$ cat src/logic/soc_pkg.sv
`default_nettype none

package soc_pkg;

  // ----------------------------------------
  // Widths and address map
  // ----------------------------------------
  localparam int unsigned AddrWidth      = 32;
  localparam int unsigned DataWidth      = 64;
  localparam int unsigned BeWidth        = DataWidth / 8;
  localparam int unsigned WordOffsetBits = $clog2(BeWidth);
  localparam int unsigned ErrCountWidth  = 8;
  // Wide enough for up to 16 banks
  localparam int unsigned BankIdxWidth   = 4;

  localparam logic [AddrWidth-1:0] RamBase = 32'h8000_0000;

  // ----------------------------------------
  // Bus records
  // ----------------------------------------
  typedef struct packed {
    logic                 we;
    logic [AddrWidth-1:0] addr;
    logic [BeWidth-1:0]   be;
    logic [DataWidth-1:0] wdata;
  } mem_req_t;

  typedef struct packed {
    logic [DataWidth-1:0] rdata;
    logic                 err;
  } mem_rsp_t;

  // One entry per accepted request, one cycle behind it
  typedef struct packed {
    logic                    valid;
    logic                    err;
    logic                    we;
    logic [BankIdxWidth-1:0] bank;
  } route_t;

endpackage

`default_nettype wire

$ cat src/logic/mem_decoder.sv
`default_nettype none

module mem_decoder #(
  parameter  int unsigned NumBanks  = 4,
  parameter  int unsigned BankWords = 256,
  localparam int unsigned RowWidth  = $clog2(BankWords)
) (
  input  logic                           clk_i,
  input  logic                           rst_ni,
  input  logic                           req_valid_i,
  input  soc_pkg::mem_req_t              req_i,
  output logic [NumBanks-1:0]            bank_sel_o,
  output logic [RowWidth-1:0]            row_o,
  output logic                           we_o,
  output logic [soc_pkg::BeWidth-1:0]    be_o,
  output logic [soc_pkg::DataWidth-1:0]  wdata_o,
  output soc_pkg::route_t                route_o
);

  import soc_pkg::*;

  localparam int unsigned WindowBytes = NumBanks * BankWords * BeWidth;

  logic [AddrWidth-1:0]                offset;
  logic [AddrWidth-WordOffsetBits-1:0] word_idx;
  logic                                mapped;
  logic [BankIdxWidth-1:0]             bank_idx;
  route_t                              route_q;

  // ----------------------------------------
  // Address map
  // ----------------------------------------
  assign offset   = req_i.addr - RamBase;
  assign mapped   = (req_i.addr >= RamBase) && (offset < AddrWidth'(WindowBytes));
  // Byte lane bits dropped
  assign word_idx = offset[AddrWidth-1:WordOffsetBits];
  assign bank_idx = BankIdxWidth'(word_idx / BankWords);
  assign row_o    = RowWidth'(word_idx % BankWords);

  always_comb begin
    for (int unsigned b = 0; b < NumBanks; b++) begin
      bank_sel_o[b] = req_valid_i && mapped && (bank_idx == BankIdxWidth'(b));
    end
  end

  // Broadcast to all banks
  assign we_o    = req_i.we;
  assign be_o    = req_i.be;
  assign wdata_o = req_i.wdata;

  // ----------------------------------------
  // Route record
  // ----------------------------------------
  always_ff @(posedge clk_i or negedge rst_ni) begin
    if (!rst_ni) begin
      route_q <= '0;
    end else begin
      route_q.valid <= req_valid_i;
      route_q.err   <= req_valid_i && !mapped;
      route_q.we    <= req_valid_i && req_i.we;
      route_q.bank  <= bank_idx;
    end
  end

  assign route_o = route_q;

endmodule

`default_nettype wire

$ cat config.mk
export PLATFORM = sky130hd
export DESIGN_NAME = mem_decoder
export DESIGN_NICKNAME = d
export VERILOG_FILES = /design/src/logic/soc_pkg.sv /design/src/logic/mem_decoder.sv
export SDC_FILE = /design/constraint.sdc
export NUM_CORES = 1
export LEC_CHECK = 0
export ABC_AREA = 1
export BUFFER_PORTS_ARGS = -buffer_cell sky130_fd_sc_hd__buf_2
export CAP_MARGIN = 20
export CORE_AREA = 2 2 78 80
export CTS_CLUSTER_SIZE = 10
export DETAILED_ROUTE_END_ITERATION = 8
export DIE_AREA = 0 0 80 82
export GPL_ROUTABILITY_DRIVEN = 0
export PLACE_DENSITY = 0.67
export SYNTH_ARGS = -nofsm -noshare
export SYNTH_HDL_FRONTEND = slang
export SYNTH_SLANG_ARGS = --single-unit
$ cat constraint.sdc
create_clock -name clk_i -period 2.3 [get_ports clk_i]
set_clock_uncertainty 0.2 [all_clocks]
set_input_delay 0.23 -clock clk_i [delete_from_list [all_inputs] [get_ports clk_i]]
set_output_delay 0.23 -clock clk_i [all_outputs]
set_load 0.005 [all_outputs]
==> metrics.yaml <==
yosysSeqAreaShare: 0.182
drc_errors: 0
port_buffers: 36
synth_xor_area_frac: 0
place_inst: 158
hold_path_depth: 3
synth_top_area_share: 0.631
slowest_delay_ns: 0.53
synth_common_cells: "buf_4 (81), inv_1 (11), nor2_1 (10)"
die_h_um: 82
fp.dieW_um: 80
crit_family: "buffers and inverters"
ys.flop_type: "dfrtp_1"
antenna_found_initial: 0
synthTopCellsByArea: "buf_4 (63%), dfrtp_1 (18%), inv_1 (4.3%)"
endpoint_kind: "output port"
slew_headroom: 0.863
drt_pre_antenna_iters: 4
synth-edff-count: 0
setup_ws_ns: 0.194
cts_tree: "yes"
grt_pass1_wl_mm: 3.31
h-tree-depth: 1
hold_class: "in2reg"
grt_max_degree: 8
worstPathArrival_ns: 1.68
async_flop_share: 1.00
layout_min_cycle_time_ns: 2.11
num_vias: 550
largest_reg_flops: 7
first_global_vias: 565
postRouteAntennaNets: 0
core_area_mm2: 0.00575
slew_violations: 0
drive_gt1_frac: 0.484
vdd.ir_drop.worst_v: 0.000178
vias_per_cell: 3.27
crit_start: "req_i[86]"
cts-root-buf: "clkbuf_8"
cpMaxStageDelayCell: "dlygate4sd3_1"
finalHoldViolCount: 0
dp_hpwl_mm: 2.29
clkTransAtPathRegs_ns: 0.04
avgSynthCellArea_um2: 7.53
dp_slack_ns: 0.764
syn_to_final_growth_pct: -23.8
cp-endpoint: "bank_sel_o[1]"
yosysWarnings: 0
maxCapViolCount: 0
synthAdderAreaFrac: 0
cts_setup_buffers: 0
track_usage: 0.0724
syn-num-nets: 236
synth_cell_type_count: 11
rows: 28
path_max_fanout: 5
power.density_mw_per_mm2: 484
yosys.area_share.simple: 0.136
critPathBufInv: 3
rsz0062_at_grt: "no"
synth_cells: 128
clk_path_buf_depth: 2
start_util: 0.168
syn_area_um2: 963
synth-seq-cells: 7
synth_top_family_by_area: "buffers and inverters"
cp_data_required_time_ns: 1.87
grt_overflow: 0
cp_common_cell: "buf_2"
synth_mux_area_frac: 0
finalCritPeriodShare: 0.916
diodes: 0
outcome: "finished, final reports clean"
cp_num_cells: 8
yosys.area.top_type: "buf_4"
numClockSinks: 7
fmax_mhz: 475
worstMarginPinSlew_ns: 0.205
die_area_mm2: 0.00656
instances_no_fill: 168
nNetsFinal: 202
wirelength_mm: 2.63
final-setup-viol-count: 0
cts_buffers: 3
worst_setup_path_start_kind: "primary input"
crit_type: "in2out"
drt_iter0_drc: 9
leakage_nw: 0.379
io_pins: 200
fin_tns_setup_ns: 0
yosysMostFrequentCell: "buf_4"
path_cells: "dlygate4sd3_1 > buf_2 > nor2_2 > nand2_2 > nor2_4 > nand4_1 > nor2_1 > buf_2"
synth_compound_area_frac: 0.00779
post_drt_wl_per_cell_um: 15.6
-- layer usage --
layer / global-route usage / vias to the layer above / share of wire
met2: 0.121 / 91 / 0.44
met1: 0.0216 / 206 / 0.15
met3: 0.0978 / 26 / 0.34
met5: 0 / - / 0
met4: 0.0814 / 0 / 0.070
li1: - / 227 / -
-- final cells by class --
type,count,area [um^2]
timing repair buffer,42,240
clock buffer,4,45.0
tap,75,93.8
sequential,7,175
inverter,11,41.3
fill,664,5010
multi-input combinational,29,139
-- metrics by stage --
| step | hold slack (ns) | area, um^2 | power (mW) | util |
|---|---|---|---|---|
| detailed placement | -0.131 | 629 | 0.180 | 0.110 |
| global placement | -0.134 | 629 | 0.179 | 0.110 |
| global route | 0.0178 | 734 | 0.375 | 0.128 |
| finish | 0.00628 | 734 | 0.355 | 0.128 |
| floorplan | -0.266 | 963 | 0.261 | - |
| CTS | 0.00679 | 734 | 0.361 | 0.128 |
-- how the worst min path moves through the flow --
stage	from	to
after detailed placement	rst_ni	route_o[4]
after CTS	req_i[104]	route_o[4]
after floorplan	rst_ni	route_o[0]
final	req_i[104]	route_o[4]
after global placement	rst_ni	route_o[4]
after global routing	req_i[104]	route_o[4]
-- cells by family (layout without fill, tap and decap cells) --
kind of cell           after synthesis  count (layout)
AO/OA/AOI/OAI                        1               1
buffers and inverters               92              57
flip-flops                           7               7
AND/OR/NAND/NOR                     28              28
-- where the power goes --
part	switching (mW)	internal, mW	leakage, nW	total (mW)
Combinational	0.0237	0.0309	0.273	0.0546
Clock	0.0498	0.120	0.0228	0.169
Sequential	0.00127	0.130	0.0828	0.131
Total	0.0749	0.280	0.379	0.355
-- repair_timing --
| action | CTS | global route |
|---|---|---|
| hold buffers | 6 | 0 |
| gates resized for setup | 0 | 0 |
| hold endpoints to repair | 12 | 0 |
-- layout by cell type (no fill, tap or decap) --
| master | instances |
|---|---|
| a21boi_0 | 1 |
| buf_2 | 36 |
| clkbuf_1 | 1 |
| clkbuf_8 | 3 |
| dfrtp_1 | 7 |
| dlygate4sd3_1 | 6 |
| inv_1 | 11 |
| nand2_1 | 8 |
| nand2_2 | 3 |
| nand3_1 | 3 |
| nand4_1 | 1 |
| nor2_1 | 10 |
| nor2_2 | 2 |
| nor2_4 | 1 |
-- worst min-delay path, delay by kind of cell --
family                 cells  cell delay, ns
AND/OR/NAND/NOR            1            0.04
buffers and inverters      2            0.13
Power figures use the tool's default switching activity.
