[config.mk]
export PLATFORM = sky130hd
export DESIGN_NAME = rsp_mux
export DESIGN_NICKNAME = d
export VERILOG_FILES = /design/src/logic/soc_pkg.sv /design/src/logic/rsp_mux.sv
export SDC_FILE = /design/constraint.sdc
export NUM_CORES = 1
export LEC_CHECK = 0
export BUFFER_PORTS_ARGS = -buffer_cell sky130_fd_sc_hd__buf_2
export CORE_AREA = 3 3 132 134
export CTS_CLUSTER_SIZE = 28
export DETAILED_ROUTE_END_ITERATION = 8
export DIE_AREA = 0 0 135 137
export GPL_TIMING_DRIVEN = 0
export PLACE_DENSITY_LB_ADDON = 0.25
export SETUP_SLACK_MARGIN = 0.02
export SLEW_MARGIN = 20
export SYNTH_ARGS = -nofsm -noshare
export SYNTH_HDL_FRONTEND = slang
export SYNTH_SLANG_ARGS = --single-unit
[constraint.sdc]
create_clock -name clk_i -period 3.7 [get_ports clk_i]
set_input_delay 0.74 -clock clk_i [delete_from_list [all_inputs] [get_ports clk_i]]
set_output_delay 0.74 -clock clk_i [all_outputs]
set_load 0.005 [all_outputs]
[src/logic/soc_pkg.sv]
`default_nettype none

package soc_pkg;

  // ----------------------------------------
  // Widths and address map
  // ----------------------------------------
  localparam int unsigned AddrWidth      = 32;
  localparam int unsigned DataWidth      = 64;
  localparam int unsigned BeWidth        = DataWidth / 8;
  localparam int unsigned WordOffsetBits = $clog2(BeWidth);
  localparam int unsigned ErrCountWidth  = 8;
  // Wide enough for up to 16 banks
  localparam int unsigned BankIdxWidth   = 4;

  localparam logic [AddrWidth-1:0] RamBase = 32'h8000_0000;

  // ----------------------------------------
  // Bus records
  // ----------------------------------------
  typedef struct packed {
    logic                 we;
    logic [AddrWidth-1:0] addr;
    logic [BeWidth-1:0]   be;
    logic [DataWidth-1:0] wdata;
  } mem_req_t;

  typedef struct packed {
    logic [DataWidth-1:0] rdata;
    logic                 err;
  } mem_rsp_t;

  // One entry per accepted request, one cycle behind it
  typedef struct packed {
    logic                    valid;
    logic                    err;
    logic                    we;
    logic [BankIdxWidth-1:0] bank;
  } route_t;

endpackage

`default_nettype wire

[src/logic/rsp_mux.sv]
`default_nettype none

module rsp_mux #(
  parameter int unsigned NumBanks = 4
) (
  input  logic                                       clk_i,
  input  logic                                       rst_ni,
  input  soc_pkg::route_t                            route_i,
  input  logic [NumBanks-1:0][soc_pkg::DataWidth-1:0] bank_rdata_i,
  output logic                                       rsp_valid_o,
  output soc_pkg::mem_rsp_t                          rsp_o,
  output logic [soc_pkg::ErrCountWidth-1:0]          err_count_o
);

  import soc_pkg::*;

  mem_rsp_t                 rsp_d;
  mem_rsp_t                 rsp_q;
  logic                     rsp_valid_q;
  logic [ErrCountWidth-1:0] err_cnt_q;

  // ----------------------------------------
  // Bank select
  // ----------------------------------------
  // Writes and errors answer with zero data
  always_comb begin
    rsp_d.rdata = '0;
    rsp_d.err   = route_i.err;
    if (route_i.valid && !route_i.err && !route_i.we) begin
      for (int unsigned b = 0; b < NumBanks; b++) begin
        if (route_i.bank == BankIdxWidth'(b)) begin
          rsp_d.rdata = bank_rdata_i[b];
        end
      end
    end
  end

  // ----------------------------------------
  // Output stage and error count
  // ----------------------------------------
  always_ff @(posedge clk_i or negedge rst_ni) begin
    if (!rst_ni) begin
      rsp_valid_q <= 1'b0;
      err_cnt_q   <= '0;
    end else begin
      rsp_valid_q <= route_i.valid;
      // Saturates at all ones
      if (route_i.valid && route_i.err && (err_cnt_q != '1)) begin
        err_cnt_q <= err_cnt_q + 1'b1;
      end
    end
  end

  always_ff @(posedge clk_i) begin
    rsp_q <= rsp_d;
  end

  assign rsp_valid_o = rsp_valid_q;
  assign rsp_o       = rsp_q;
  assign err_count_o = err_cnt_q;

endmodule

`default_nettype wire

==> impl_metrics.tcl <==
set metrics [dict create \
    gr-total-overflow 0 \
    switching_power_mw 0.617 \
    vdd_drop_max_mv 0.191 \
    min_path_type "input port to asynchronous set/reset pin" \
    drv_slew 0 \
    ctsRootBufferMaster "clkbuf_16" \
    grt_pass1_wl_um 26900 \
    wl_per_cell_um 17.6 \
    ant_nets 0 \
    layout_setup_ws_ps 1660 \
    finalClockSkew_ps 4.47 \
    worst_hold_slack_ps 248 \
    pwr-share-clk 0.430 \
    drt_iter0_markers 185 \
    die_area_um2 18500 \
    yosys.cell_types.count 34 \
    hold_buffers 0 \
    drive_gt1_frac 0.446 \
    vias 4989 \
    setup_violations 0 \
    start_util 0.244 \
    ctsHtreeMaxLevel 3 \
    crit_path_start_kind "input port" \
    area_growth_syn_to_layout_pct 57.2 \
    synth_ff_type "dfxtp_1" \
    gp_congestion 0.790 \
    postRouteWirelength_um 18900 \
    rows 47 \
    grt_usage 0.190 \
    drc_errors 0 \
    drt_pass1_iterations 4 \
    syn_area_per_cell_um2 7.98 \
    nets 1116 \
    io_buffer_count 337 \
    yosysWarnings 0 \
    cts_resized 0 \
    crit_fanout 10 \
    synth_edf_count 0 \
    antenna_found_initial 0 \
    fin_tns_setup_ps 0 \
    cp_data_required_time_ps 3920 \
    max_slew_margin 0.495 \
    reg2reg_depth 4 \
    drv_cap 0 \
    cts_tree "built" \
    worst_pin_slew_ps 757 \
    outcome "complete, no violations" \
    path_clk_slew_ps 60 \
    grt_pass1_vias 4893 \
    place_ws_ps 1280 \
    hold_violations 0 \
    ys_seq_elements 74 \
    dieWidth_um 135 \
    seqPwrFrac 0.384 \
    fmax_mhz 490 \
    regToRegSetupSlack_ps 1760 \
    post-route-period-util 0.552 \
    clkSinkCount 74 \
    synth_cells 502 \
    antenna_cells 0 \
    rsz0062_at_grt "no" \
    insertion_delay_ps 340 \
    switching_share 0.267 \
    combPwrFrac 0.185 \
    finalPower_mw 2.31 \
    avgViaCountPerCell 4.64 \
    boundaryPins 339 \
    cts_setup_buffers 0 \
    synth_area_um2 4010 \
    period_minus_slack_ps 2040 \
    synth_nets 768 \
    arrival_ps 2260 \
    cellLeakagePower_nw 2.95 \
    r2r_start "err_count_o[0]" \
    dp_hpwl_um 14800 \
    ys_async_sr_fraction 0.122 \
    crit_start "route_i[1]" \
    cts_buffers 9 \
    p_int_mw 1.69 \
    core_area_um2 16400 \
    ctsLongestPathBuffers 2 \
    mostFrequentLayoutCells "346 x buf_2, 68 x nand2_1, 65 x dfxtp_1" \
    fp.dieH_um 137 \
    yosysSeqAreaShare 0.381 \
    layout_commonest_cell "buf_2" \
    grt_max_degree 13 \
    reg2reg_to "err_count_o[1]" \
    critPathKind "input port to flop" \
    worstSetupEndpointType "flop" \
    power_density_nw_per_um2 366 \
]
[power by group through the flow]
stage	Clock [mW]	Sequential, mW	Combinational [mW]
after global placement	0	0.903	0.429
after detailed placement	0	0.904	0.430
after global routing	1.05	0.893	0.476
after CTS	1.02	0.886	0.433
after floorplan	0	0.899	0.183
final	0.993	0.887	0.427
[Yosys cell counts, types with 2 or more instances]
| library cell | instances | share of area |
|---|---|---|
| buf_6 | 6 | 0.017 |
| o41ai_1 | 2 | 0.0044 |
| o21ai_0 | 31 | 0.039 |
| clkbuf_2 | 2 | 0.0025 |
| o21ai_1 | 29 | 0.036 |
| clkbuf_1 | 21 | 0.020 |
| a31oi_1 | 7 | 0.011 |
| xnor2_1 | 5 | 0.011 |
| buf_2 | 9 | 0.011 |
| a211oi_1 | 10 | 0.019 |
| and3_1 | 3 | 0.0047 |
| a221oi_1 | 10 | 0.022 |
| nand2_1 | 68 | 0.064 |
| buf_4 | 7 | 0.013 |
| dfrtp_1 | 9 | 0.056 |
| dfxtp_1 | 65 | 0.32 |
| nor2b_1 | 48 | 0.075 |
| a21oi_1 | 48 | 0.060 |
| o2bb2ai_1 | 48 | 0.10 |
| nand4_1 | 2 | 0.0031 |
| mux2i_1 | 10 | 0.025 |
| nor2_1 | 50 | 0.047 |
[flip-flops by register name, indices dropped and copies added, names as in the netlist]
signal	flops
err_count_o	8
rsp_o	65
rsp_valid_o	1
[worst max path at each step]
stage | to | slack (ps) | depth (start not counted)
finish | rsp_o[31] | 1660 | 5
global route | rsp_o[31] | 1490 | 5
CTS | rsp_o[31] | 1640 | 5
detailed placement | rsp_o[31] | 1280 | 5
global placement | rsp_o[31] | 1260 | 5
floorplan | rsp_o[21] | 1800 | 7
[metal layers]
layer	share of wire	vias to the layer above	track usage	wire, um
met5	0	-	0	0
li1	-	2470	-	-
met4	0.016	0	0.0582	303
met3	0.081	19	0.0515	1530
met1	0.39	2288	0.218	7390
met2	0.51	212	0.345	9690
[critical path, stage by stage]
cell	delay, ps
buf_4	160
nor3b_4	480
clkbuf_1	440
a221oi_1	100
a211oi_1	330
[final cells by class]
class,count,area [um2]
fill,1773,10100
multi-input combinational,382,2220
timing repair buffer,337,1690
sequential,74,1530
tap,220,275
clock buffer,12,256
buffer,45,254
clock inverter,4,73.8
inverter,1,3.75
[through the flow]
| stage | utilization | cell area [um2] | cells |
|---|---|---|---|
| after CTS | 0.384 | 6300 | 1075 |
| after global routing | 0.384 | 6300 | 1075 |
| after floorplan | - | 4010 | 502 |
| after detailed placement | 0.364 | 5970 | 1059 |
| final | 0.384 | 6300 | 1075 |
| after global placement | 0.364 | 5970 | 1059 |
[logic make-up after synthesis]
group | count (synthesis) | synth area share
adder cells (fa/ha/maj) | 1 | 0.00312
XOR/XNOR | 6 | 0.0131
AND/OR/NAND/NOR | 179 | 0.215
buffers and inverters | 46 | 0.0643
flip-flops | 74 | 0.381
AO/OA/AOI/OAI | 185 | 0.296
multiplexers | 11 | 0.0278
No activity file was read; power rests on OpenSTA's default activity.
