--- config.mk ---
export PLATFORM = sky130hd
export DESIGN_NAME = soc_reset_ctrl
export DESIGN_NICKNAME = d
export VERILOG_FILES = /design/src/logic/soc_reset_ctrl.sv
export SDC_FILE = /design/constraint.sdc
export NUM_CORES = 1
export LEC_CHECK = 0
export ABC_CLOCK_PERIOD_IN_PS = 1820
export BUFFER_PORTS_ARGS = -buffer_cell sky130_fd_sc_hd__buf_4
export CAP_MARGIN = 20
export CORE_AREA = 2 2 39 41
export DETAILED_ROUTE_END_ITERATION = 7
export DIE_AREA = 0 0 41 43
export PLACE_DENSITY = 0.68
export SYNTH_ARGS = -nofsm -noshare
export SYNTH_HDL_FRONTEND = slang
export SYNTH_SLANG_ARGS = --single-unit
--- constraint.sdc ---
create_clock -name clk_i -period 1.82 [get_ports clk_i]
set_clock_uncertainty 0.05 [all_clocks]
set_input_delay 0.091 -clock clk_i [delete_from_list [all_inputs] [get_ports clk_i]]
set_output_delay 0.091 -clock clk_i [all_outputs]
set_load 0.02 [all_outputs]
--- src/logic/soc_reset_ctrl.sv ---
`default_nettype none

module soc_reset_ctrl #(
  parameter int unsigned DebugHoldCycles = 500
) (
  input  logic clk_i,
  input  logic rst_ni,
  input  logic ndmreset_i,
  input  logic debug_enable_i,
  input  logic debug_req_i,
  output logic fabric_rst_no,
  output logic debug_req_o
);

  localparam int unsigned CntWidth =
    (DebugHoldCycles > 0) ? $clog2(DebugHoldCycles + 1) : 1;

  logic                comb_rst_n;
  logic [1:0]          sync_q;
  logic [CntWidth-1:0] hold_cnt_q;

  // ----------------------------------------
  // Fabric reset
  // ----------------------------------------
  // Asserts at once, releases after two edges
  assign comb_rst_n = rst_ni & ~ndmreset_i;

  always_ff @(posedge clk_i or negedge comb_rst_n) begin
    if (!comb_rst_n) begin
      sync_q <= '0;
    end else begin
      sync_q <= {sync_q[0], 1'b1};
    end
  end

  assign fabric_rst_no = sync_q[1];

  // ----------------------------------------
  // Debug request hold-off
  // ----------------------------------------
  // Only the power-on reset reloads the counter
  always_ff @(posedge clk_i or negedge rst_ni) begin
    if (!rst_ni) begin
      hold_cnt_q <= CntWidth'(DebugHoldCycles);
    end else if (hold_cnt_q != '0) begin
      hold_cnt_q <= hold_cnt_q - 1'b1;
    end
  end

  assign debug_req_o = (hold_cnt_q == '0) & debug_enable_i & debug_req_i;

endmodule

`default_nettype wire

==> impl_metrics.tcl, run 1 <==
set metrics [dict create \
    yosysWarnings 0 \
    fin_crit_ns 1.840 \
    final_nets 65 \
    hp-class "input pin to asynchronous set/reset pin" \
    synth_fa_ha_area_share_pct 2.488 \
    fill_cells 133 \
    clockBufferDepth 2 \
    hold_viol 0 \
    htreeDepth 1 \
    syn-instance-count 43 \
    fp.dieArea_sq_um 1763 \
    final_max_slew_viol_count 0 \
    grt_pass1_wl_mm 1.449 \
    setup_viol 1 \
    die_x_um 41 \
    grt_max_degree 11 \
    numCtsBuffers 3 \
    overflow 0 \
    synth_xor_xnor_area_share_pct 1.741 \
    ant_nets 0 \
    cts_tree "built" \
    cts_root_buf "clkbuf_4" \
    final_common_cell "buf_4" \
    final_cells 74 \
    crit_path_end_kind "output pin" \
    finalWorstSetupSlack_ns -0.02050 \
    final_layout_size_suffix_gt1_share_pct 44.83 \
    start_util_pct 36.35 \
    swShare_pct 21.85 \
    cp.required_ns 1.68 \
    antenna_found_initial 0 \
    rr_endpoint "hold_cnt_q[1]" \
    final_cell_mix "buf_4, o21ai_0, dfstp_2" \
    drt_wl_total_um 890 \
    synth_area_sq_um 503.0 \
    ys_types 22 \
    ir_worst_vdd_mv 0.3897 \
    worstPathArrival_ns 1.70 \
    path_max_fanout 3 \
    violations "negative setup slack" \
    yosysSeqAreaShare_pct 56.22 \
    fin_crit_sh_pct 101.1 \
    ys_ff_latch 11 \
    synth.area.mux_share_pct 4.229 \
    yosysTopAreaCell "dfstp_2" \
    gp_congestion 0.7618 \
    synthToLayoutAreaGrowth_pct 28.86 \
    clk_pin_slew_worst_paths_ns 0.07 \
    route.vias.total 362 \
    antenna_cells 0 \
    timing.max_cap.violations 0 \
    clk_latency_ns 0.27 \
    synth_area_per_cell_sq_um 11.70 \
    initialDrtViolationCount 10 \
    grt_pass1_vias 326 \
    yosys.area.top_type_share_pct 31.34 \
    p_seq_share_pct 56.0 \
    p_sw_uw 96.70 \
    synth_area_leaders "dfstp_2, dfrtp_1, o21ai_0, nor4_4, o31ai_1" \
    slowest_stage "or4_4" \
    rsz0062_at_grt "true" \
    cts.sinks 11 \
    firstDrtPassIters 2 \
    rrSetupSlack_ns 0.16 \
    synth_fp_nets 49 \
    fmax_mhz 543.3 \
    ios 7 \
    viasPerCell 4.892 \
    reg2regPathDepth 5 \
    die_y_um 43 \
    cp-start-kind "flip-flop" \
    synth_simple_gate_area_share_pct 20.65 \
    status "finished with violations" \
    rows 14 \
    gr-usage-all-layers_pct 13.01 \
    crit_chain "or4_4, nor4_4, and3_4, buf_6" \
    place_hpwl_um 572.7 \
    hold_slack_ns 0.1328 \
    power.leakage_nw 0.3024 \
    placed_cells 66 \
    synth_top_family_by_area "simple AND/OR/NAND/NOR gates" \
    path_class "flip-flop to output pin" \
    synth-compound-area-share_pct 12.44 \
    power_frac_comb_pct 5.5 \
    core_sq_um 1384 \
    slowest_delay_ns 0.56 \
    numPortBuffers 6 \
    p_per_area_nw_per_um2 683.0 \
    rr_startpoint "hold_cnt_q[4]" \
    p_clk_share_pct 38.5 \
    wl_per_cell_um 12.03 \
    intPower_uw 346.0 \
    remaining_drc_errors 0 \
]
-- final cells by class --
type	instances	area, sq um	area share [%]
flip-flops and latches	11	282.8	43.63
well taps	16	20.02	3.089
inverters	2	7.507	1.158
repair buffers	11	91.34	14.09
multi-input cells	30	220.2	33.98
clock buffers	4	26.28	4.054
-- metrics by stage --
| stage | setup TNS [ns] | worst slack, ns | total power, mW | utilization, % | instance area, sq um |
|---|---|---|---|---|---|
| after floorplan | 0 | 0.09334 | 0.2572 | - | 503.0 |
| after global placement | 0 | 0.1502 | 0.2709 | 41.59 | 575.6 |
| after detailed placement | 0 | 0.1325 | 0.2714 | 41.59 | 575.6 |
| after CTS | -0.01010 | -0.01010 | 0.4480 | 46.29 | 640.6 |
| after global routing | -0.09507 | -0.09507 | 0.4638 | 46.84 | 648.1 |
| final | -0.02050 | -0.02050 | 0.4427 | 46.84 | 648.1 |
-- power groups by stage --
stage	registers, mW	logic [mW]	clock network [mW]
2_1_floorplan	0.253	0.00379	0
3_3_place_gp	0.252	0.0190	0
3_5_place_dp	0.252	0.0194	0
4_1_cts	0.248	0.0239	0.176
5_1_grt	0.248	0.0269	0.189
6_report	0.248	0.0246	0.170
-- layer usage --
metal  global-route usage (%)  share of wire (%)  routed length, um
met1                    17.53                 49                433
met2                    16.25                 46                407
met3                    1.571                2.4                 21
met4                    14.00                3.0                 27
met5                        0                  0                  0
-- cells in the mapped netlist (all sizes together) --
cell    n
xnor2   1
o31a    1
dfstp   6
dfrtp   5
ha      1
o21bai  1
conb    1
inv     2
nor3    2
nand2   1
or2     2
nand2b  2
mux2    1
o31ai   2
o21ai   6
nor4    1
nor2b   1
or4     1
nor2    2
mux2i   1
or3     2
and3    1
-- repair_timing --
| item | 4_1_cts | 5_1_grt |
|---|---|---|
| pin swaps | 3 | 1 |
| hold endpoints to repair | 11 | 0 |
| buffers inserted | 2 | 0 |
| endpoints found under the setup margin | 1 | 1 |
| gates resized for setup | 1 | 2 |
| hold buffers | 2 | 0 |
| cloned | 0 | 0 |
-- worst max path at each step --
stage	from	end	slack (ns)	cells after the start
after detailed placement	hold_cnt_q[3]	hold_cnt_q[1]	0.13	4
after global routing	hold_cnt_q[4]	debug_req_o	-0.1	4
after CTS	hold_cnt_q[4]	debug_req_o	-0.01	4
after global placement	hold_cnt_q[3]	hold_cnt_q[1]	0.15	4
final	hold_cnt_q[4]	debug_req_o	-0.02	4
after floorplan	hold_cnt_q[3]	debug_req_o	0.09	3
-- state kept, by name (all words and copies together), names as in the netlist --
name and cells:
hold_cnt_q 9, sync_q 2
-- critical path, delay by kind of cell (launching register included) --
family                 cells  cell delay [ns]
buffers and inverters      1             0.11
flip-flops                 1             0.38
AND/OR/NAND/NOR            3             0.94
-- cells by family after synthesis --
family / Yosys count
AND/OR/NAND/NOR: 15
flip-flops: 11
AO/OA/AOI/OAI: 10
multiplexers: 2
buffers and inverters: 2
adder cells (fa/ha/maj): 1
other: 1
XOR/XNOR: 1
No activity file was read; power rests on OpenSTA's default activity.
==> run 2, diff against run 1 <==
--- a/config.mk
+++ b/config.mk
@@ -9,8 +9,10 @@
 export BUFFER_PORTS_ARGS = -buffer_cell sky130_fd_sc_hd__buf_4
 export CAP_MARGIN = 20
 export CORE_AREA = 2 2 39 41
+export CTS_BUF_LIST = sky130_fd_sc_hd__clkbuf_4 sky130_fd_sc_hd__clkbuf_8
 export DETAILED_ROUTE_END_ITERATION = 7
 export DIE_AREA = 0 0 41 43
+export GPL_TIMING_DRIVEN = 0
 export PLACE_DENSITY = 0.68
 export SYNTH_ARGS = -nofsm -noshare
 export SYNTH_HDL_FRONTEND = slang
==> run 2 against run 1 <==
The run still ends with negative setup slack left. Core utilization grew 0.090 points. Global-route usage grew 0.98 points. Non-clock buffer count is the same. Cell area grew 0.19%. Largest cell class unchanged. Setup slack lost 0.091 ns. Die area is the same. Register-to-register slack lost 0.10 ns.
==> impl_metrics.tcl, run 2 (synthesis gave the netlist of run 1 again) <==
set metrics [dict create \
    status "finished with violations" \
    violations "negative setup slack" \
    swShare_pct 20.03 \
    place_hpwl_um 573.3 \
    fill_cells 138 \
    viasPerCell 4.946 \
    final_max_slew_viol_count 0 \
    final_nets 65 \
    path_class "flip-flop to output pin" \
    clk_latency_ns 0.27 \
    power_frac_comb_pct 5.4 \
    cts_root_buf "clkbuf_4" \
    path_max_fanout 3 \
    wl_per_cell_um 10.99 \
    numCtsBuffers 3 \
    rr_startpoint "hold_cnt_q[4]" \
    finalPower_uw 451.3 \
    fp.dieArea_sq_um 1763 \
    stdcell_area_sq_um 649.4 \
    fin_crit_sh_pct 106.1 \
    p_per_area_nw_per_um2 694.9 \
    hp-class "input pin to asynchronous set/reset pin" \
    firstDrtPassIters 4 \
    p_sw_uw 90.37 \
    fin_crit_ns 1.931 \
    initialDrtViolationCount 9 \
    top_register "hold_cnt_q" \
    final_common_cell "buf_4" \
    cp-startpoint "hold_cnt_q[4]" \
    final_layout_size_suffix_gt1_share_pct 44.83 \
    cp.required_ns 1.68 \
    drt_wl_total_um 813 \
    rows 14 \
    finalWorstSetupSlack_ns -0.1112 \
    timing.max_cap.violations 0 \
    cts.sinks 11 \
    grt_max_degree 11 \
    cp-start-kind "flip-flop" \
    die_x_um 41 \
    grt_pass1_vias 355 \
    p_clk_share_pct 39.7 \
    rsz0062_at_grt "true" \
    p_seq_share_pct 54.9 \
    clockBufferDepth 2 \
    gp_congestion 0.6621 \
    synthToLayoutAreaGrowth_pct 29.10 \
    hold_viol 0 \
    route.vias.total 366 \
    rr_endpoint "hold_cnt_q[1]" \
    crit_path_end_kind "output pin" \
    rrSetupSlack_ns 0.06 \
    ios 7 \
    numPortBuffers 6 \
    largest_reg_flops 9 \
    setup_viol 1 \
    htreeDepth 1 \
    cts_tree "built" \
    reg2regPathDepth 5 \
    largestRegisters "hold_cnt_q (9), sync_q (2)" \
    placed_cells 65 \
    layout.area.seq_sq_um 282.8 \
    clk_pin_slew_worst_paths_ns 0.07 \
    intPower_uw 360.9 \
    die_y_um 43 \
    power.leakage_nw 0.3065 \
    core_sq_um 1384 \
    setup_tns_ns -0.1112 \
    multi_input_area_sq_um 217.7 \
    grt_pass1_wl_mm 1.593 \
    worstPathArrival_ns 1.79 \
    overflow 0 \
    final_cells 74 \
    remaining_drc_errors 0 \
    final_cell_mix "buf_4, o21ai_0, dfstp_2" \
    start_util_pct 36.35 \
    fmax_mhz 517.8 \
    antenna_cells 0 \
    place_area_sq_um 568.0 \
    antenna_found_initial 0 \
    ir_worst_vdd_mv 0.4296 \
    ant_nets 0 \
    gr-usage-all-layers_pct 13.99 \
]
## run 2: area by class of cell
cell class	count	share of cell area (%)
clock buffer	4	4.624
inverter	2	1.156
multi-input combinational	30	33.53
sequential	11	43.55
tap	16	3.083
timing repair buffer	11	14.07
## run 2: how the worst max path moves through the flow
stage	endpoint	cells after the start
5_1_grt	debug_req_o	4
6_report	debug_req_o	4
2_1_floorplan	debug_req_o	3
3_5_place_dp	debug_req_o	4
4_1_cts	debug_req_o	4
3_3_place_gp	debug_req_o	4
## run 2: repair_timing
action                                  in CTS  in global routing
pin swaps                                    3                  2
endpoints found under the hold margin       11                  0
setup buffers                                2                  1
endpoints found under the setup margin       1                  1
hold buffers                                 2                  0
resized for setup                            1                  1
## run 2: power groups by stage
stage | Clock [mW] | Sequential [mW] | Combinational, mW
CTS | 0.189 | 0.248 | 0.0237
global route | 0.200 | 0.248 | 0.0273
floorplan | 0 | 0.253 | 0.00379
finish | 0.179 | 0.248 | 0.0242
detailed placement | 0 | 0.252 | 0.0193
global placement | 0 | 0.252 | 0.0191
## run 2: through the flow
stage / hold slack (ns) / util, % / setup slack (ns)
final: 0.1228 / 46.93 / -0.1112
after CTS: 0.1153 / 46.02 / -0.1797
after global placement: -0.1265 / 41.05 / -0.03799
after detailed placement: -0.1292 / 41.05 / -0.04065
after floorplan: -0.2546 / - / 0.09334
after global routing: 0.1395 / 46.93 / -0.1806
## run 2: layer usage
| layer | track usage (%) | wire (um) | share of wire [%] |
|---|---|---|---|
| met5 | 0 | 0 | 0 |
| met4 | 8.000 | 17 | 2.1 |
| met3 | 6.283 | 35 | 4.3 |
| met2 | 17.19 | 375 | 46 |
| met1 | 19.73 | 385 | 47 |
## run 2: critical path, stage by stage (launching register included)
cell	delay, ns
dfstp_2	0.37
or4_4	0.54
nor4_4	0.27
and3_4	0.23
buf_6	0.11
==> run 3, diff against run 2 <==
--- a/config.mk
+++ b/config.mk
@@ -13,7 +13,7 @@
 export DETAILED_ROUTE_END_ITERATION = 7
 export DIE_AREA = 0 0 41 43
 export GPL_TIMING_DRIVEN = 0
-export PLACE_DENSITY = 0.68
+export PLACE_DENSITY = 0.62
 export SYNTH_ARGS = -nofsm -noshare
 export SYNTH_HDL_FRONTEND = slang
 export SYNTH_SLANG_ARGS = --single-unit
==> run 3 against run 2 <==
The run still ends with negative setup slack left. Wire length increased by 12%. Cell count stayed put. Combinational power fell by 4%. Die area unchanged. Sequential power is essentially flat. Sequential share of layout area rose by 0.34 points. Register-to-register slack better by 0.11 ns. Global-route usage fell by 1.6 points. Clock-buffer cell count did not move. Critical path depth is the same. First-iteration DRC count decreased by 67%. Largest cell class unchanged.
==> impl_metrics.tcl, run 3 (synthesis gave the netlist of run 1 again) <==
set metrics [dict create \
    final_cell_mix "buf_4, o21ai_0, dfstp_2" \
    htreeDepth 1 \
    final_common_cell "buf_4" \
    finalWorstSetupSlack_ns -0.09451 \
    p_sw_uw 92.62 \
    grt_pass1_vias 331 \
    rsz0062_at_grt "true" \
    remaining_drc_errors 0 \
    violations "negative setup slack" \
    grt_max_degree 11 \
    gr-usage-all-layers_pct 12.41 \
    cts.sinks 11 \
    fin_crit_ns 1.915 \
    top_register "hold_cnt_q" \
    initialDrtViolationCount 3 \
    worstPathArrival_ns 1.77 \
    viasPerCell 5.162 \
    final_layout_size_suffix_gt1_share_pct 43.10 \
    power_frac_comb_pct 5.1 \
    die_x_um 41 \
    hold_viol 0 \
    final_cells 74 \
    fmax_mhz 522.3 \
    path_class "flip-flop to output pin" \
    p_per_area_nw_per_um2 702.0 \
    drt_wl_total_um 912 \
    numPortBuffers 6 \
    largest_reg_flops 9 \
    cp-start-kind "flip-flop" \
    timing.max_cap.violations 0 \
    grt_pass1_wl_mm 1.366 \
    synthToLayoutAreaGrowth_pct 28.11 \
    hp-class "input pin to asynchronous set/reset pin" \
    route.vias.total 382 \
    firstDrtPassIters 4 \
    intPower_uw 359.7 \
    rows 14 \
    die_y_um 43 \
    p_clk_share_pct 40.1 \
    cts_tree "built" \
    clk_pin_slew_worst_paths_ns 0.07 \
    final_max_slew_viol_count 0 \
    ir_worst_vdd_mv 0.2989 \
    hold_slack_ns 0.1319 \
    cts_root_buf "clkbuf_4" \
    antenna_found_initial 0 \
    status "finished with violations" \
    clk_latency_ns 0.26 \
    start_util_pct 36.35 \
    fp.dieArea_sq_um 1763 \
    multi_input_area_sq_um 212.7 \
    swShare_pct 20.48 \
    placed_cells 65 \
    core_sq_um 1384 \
    antenna_cells 0 \
    ios 7 \
    power.leakage_nw 0.3085 \
    gp_congestion 0.6697 \
    final_nets 65 \
    crit_path_end_kind "output pin" \
    layout.area.seq_sq_um 282.8 \
    path_max_fanout 2 \
    fill_cells 133 \
    numCtsBuffers 3 \
    cp.required_ns 1.68 \
    largestRegisters "hold_cnt_q (9), sync_q (2)" \
    p_seq_share_pct 54.8 \
    clockBufferDepth 2 \
    wl_per_cell_um 12.32 \
    overflow 0 \
    ant_nets 0 \
    fin_crit_sh_pct 105.2 \
    place_hpwl_um 602 \
    final_core_util_pct 46.56 \
    setup_viol 1 \
]
run 3: cell counts in the layout (fill, tap and decap cells not counted):
Identical to the previous run, type by type.
run 3: layout make-up:
class,instances,share of cell area (%)
Clock buffer,4,4.660
Timing Repair Buffer,11,14.17
Tap cell,16,3.107
Multi-Input combinational cell,30,33.01
Inverter,2,1.165
Sequential cell,11,43.88
run 3: what timing repair did:
action / in CTS / in global routing
hold buffers: 2 / 0
gates cloned: 0 / 0
endpoints found under the setup margin: 1 / 1
pin swaps: 3 / 2
resized for setup: 1 / 0
endpoints found under the hold margin: 11 / 0
buffers inserted: 3 / 0
run 3: power groups by stage:
stage               registers (mW)  clock network [mW]  logic (mW)
detailed placement           0.252                   0      0.0195
global placement             0.252                   0      0.0193
CTS                          0.248               0.188      0.0238
finish                       0.248               0.181      0.0233
floorplan                    0.253                   0     0.00379
global route                 0.248               0.205      0.0252
run 3: critical path: stages (launching register included):
cell     delay (ns)
dfstp_2        0.37
or4_4          0.55
nor4_4         0.26
and3_1         0.21
buf_6          0.12
run 3: per-layer routing:
layer / GRT usage (%) / part of all wire, %
met5: 0 / 0
met4: 12.00 / 1.5
met3: 3.141 / 2.0
met2: 16.56 / 49
met1: 15.10 / 47
run 3: final timing paths:
check / end / cells after the start / from / slack, ns
setup / recovery: debug_req_o / 4 / hold_cnt_q[4] / -0.09
hold / removal: hold_cnt_q[3] / 2 / rst_ni / 0.13
setup reg to reg: hold_cnt_q[1] / 4 / hold_cnt_q[4] / 0.17
hold reg to reg: sync_q[1] / 0 / sync_q[0] / 0.31
max in group asynchronous: sync_q[1] / 3 / rst_ni / 1.21
min in group clk_i: sync_q[1] / 0 / sync_q[0] / 0.31
run 3: per-stage QoR:
step	power (mW)	setup WS (ns)	setup TNS, ns	instance area (sq um)
after detailed placement	0.2714	-0.04212	-0.04212	568.0
after global routing	0.4785	-0.1780	-0.1780	644.4
after floorplan	0.2572	0.09334	0	503.0
after global placement	0.2712	-0.04476	-0.04476	568.0
after CTS	0.4598	-0.1758	-0.1758	644.4
final	0.4524	-0.09451	-0.09451	644.4
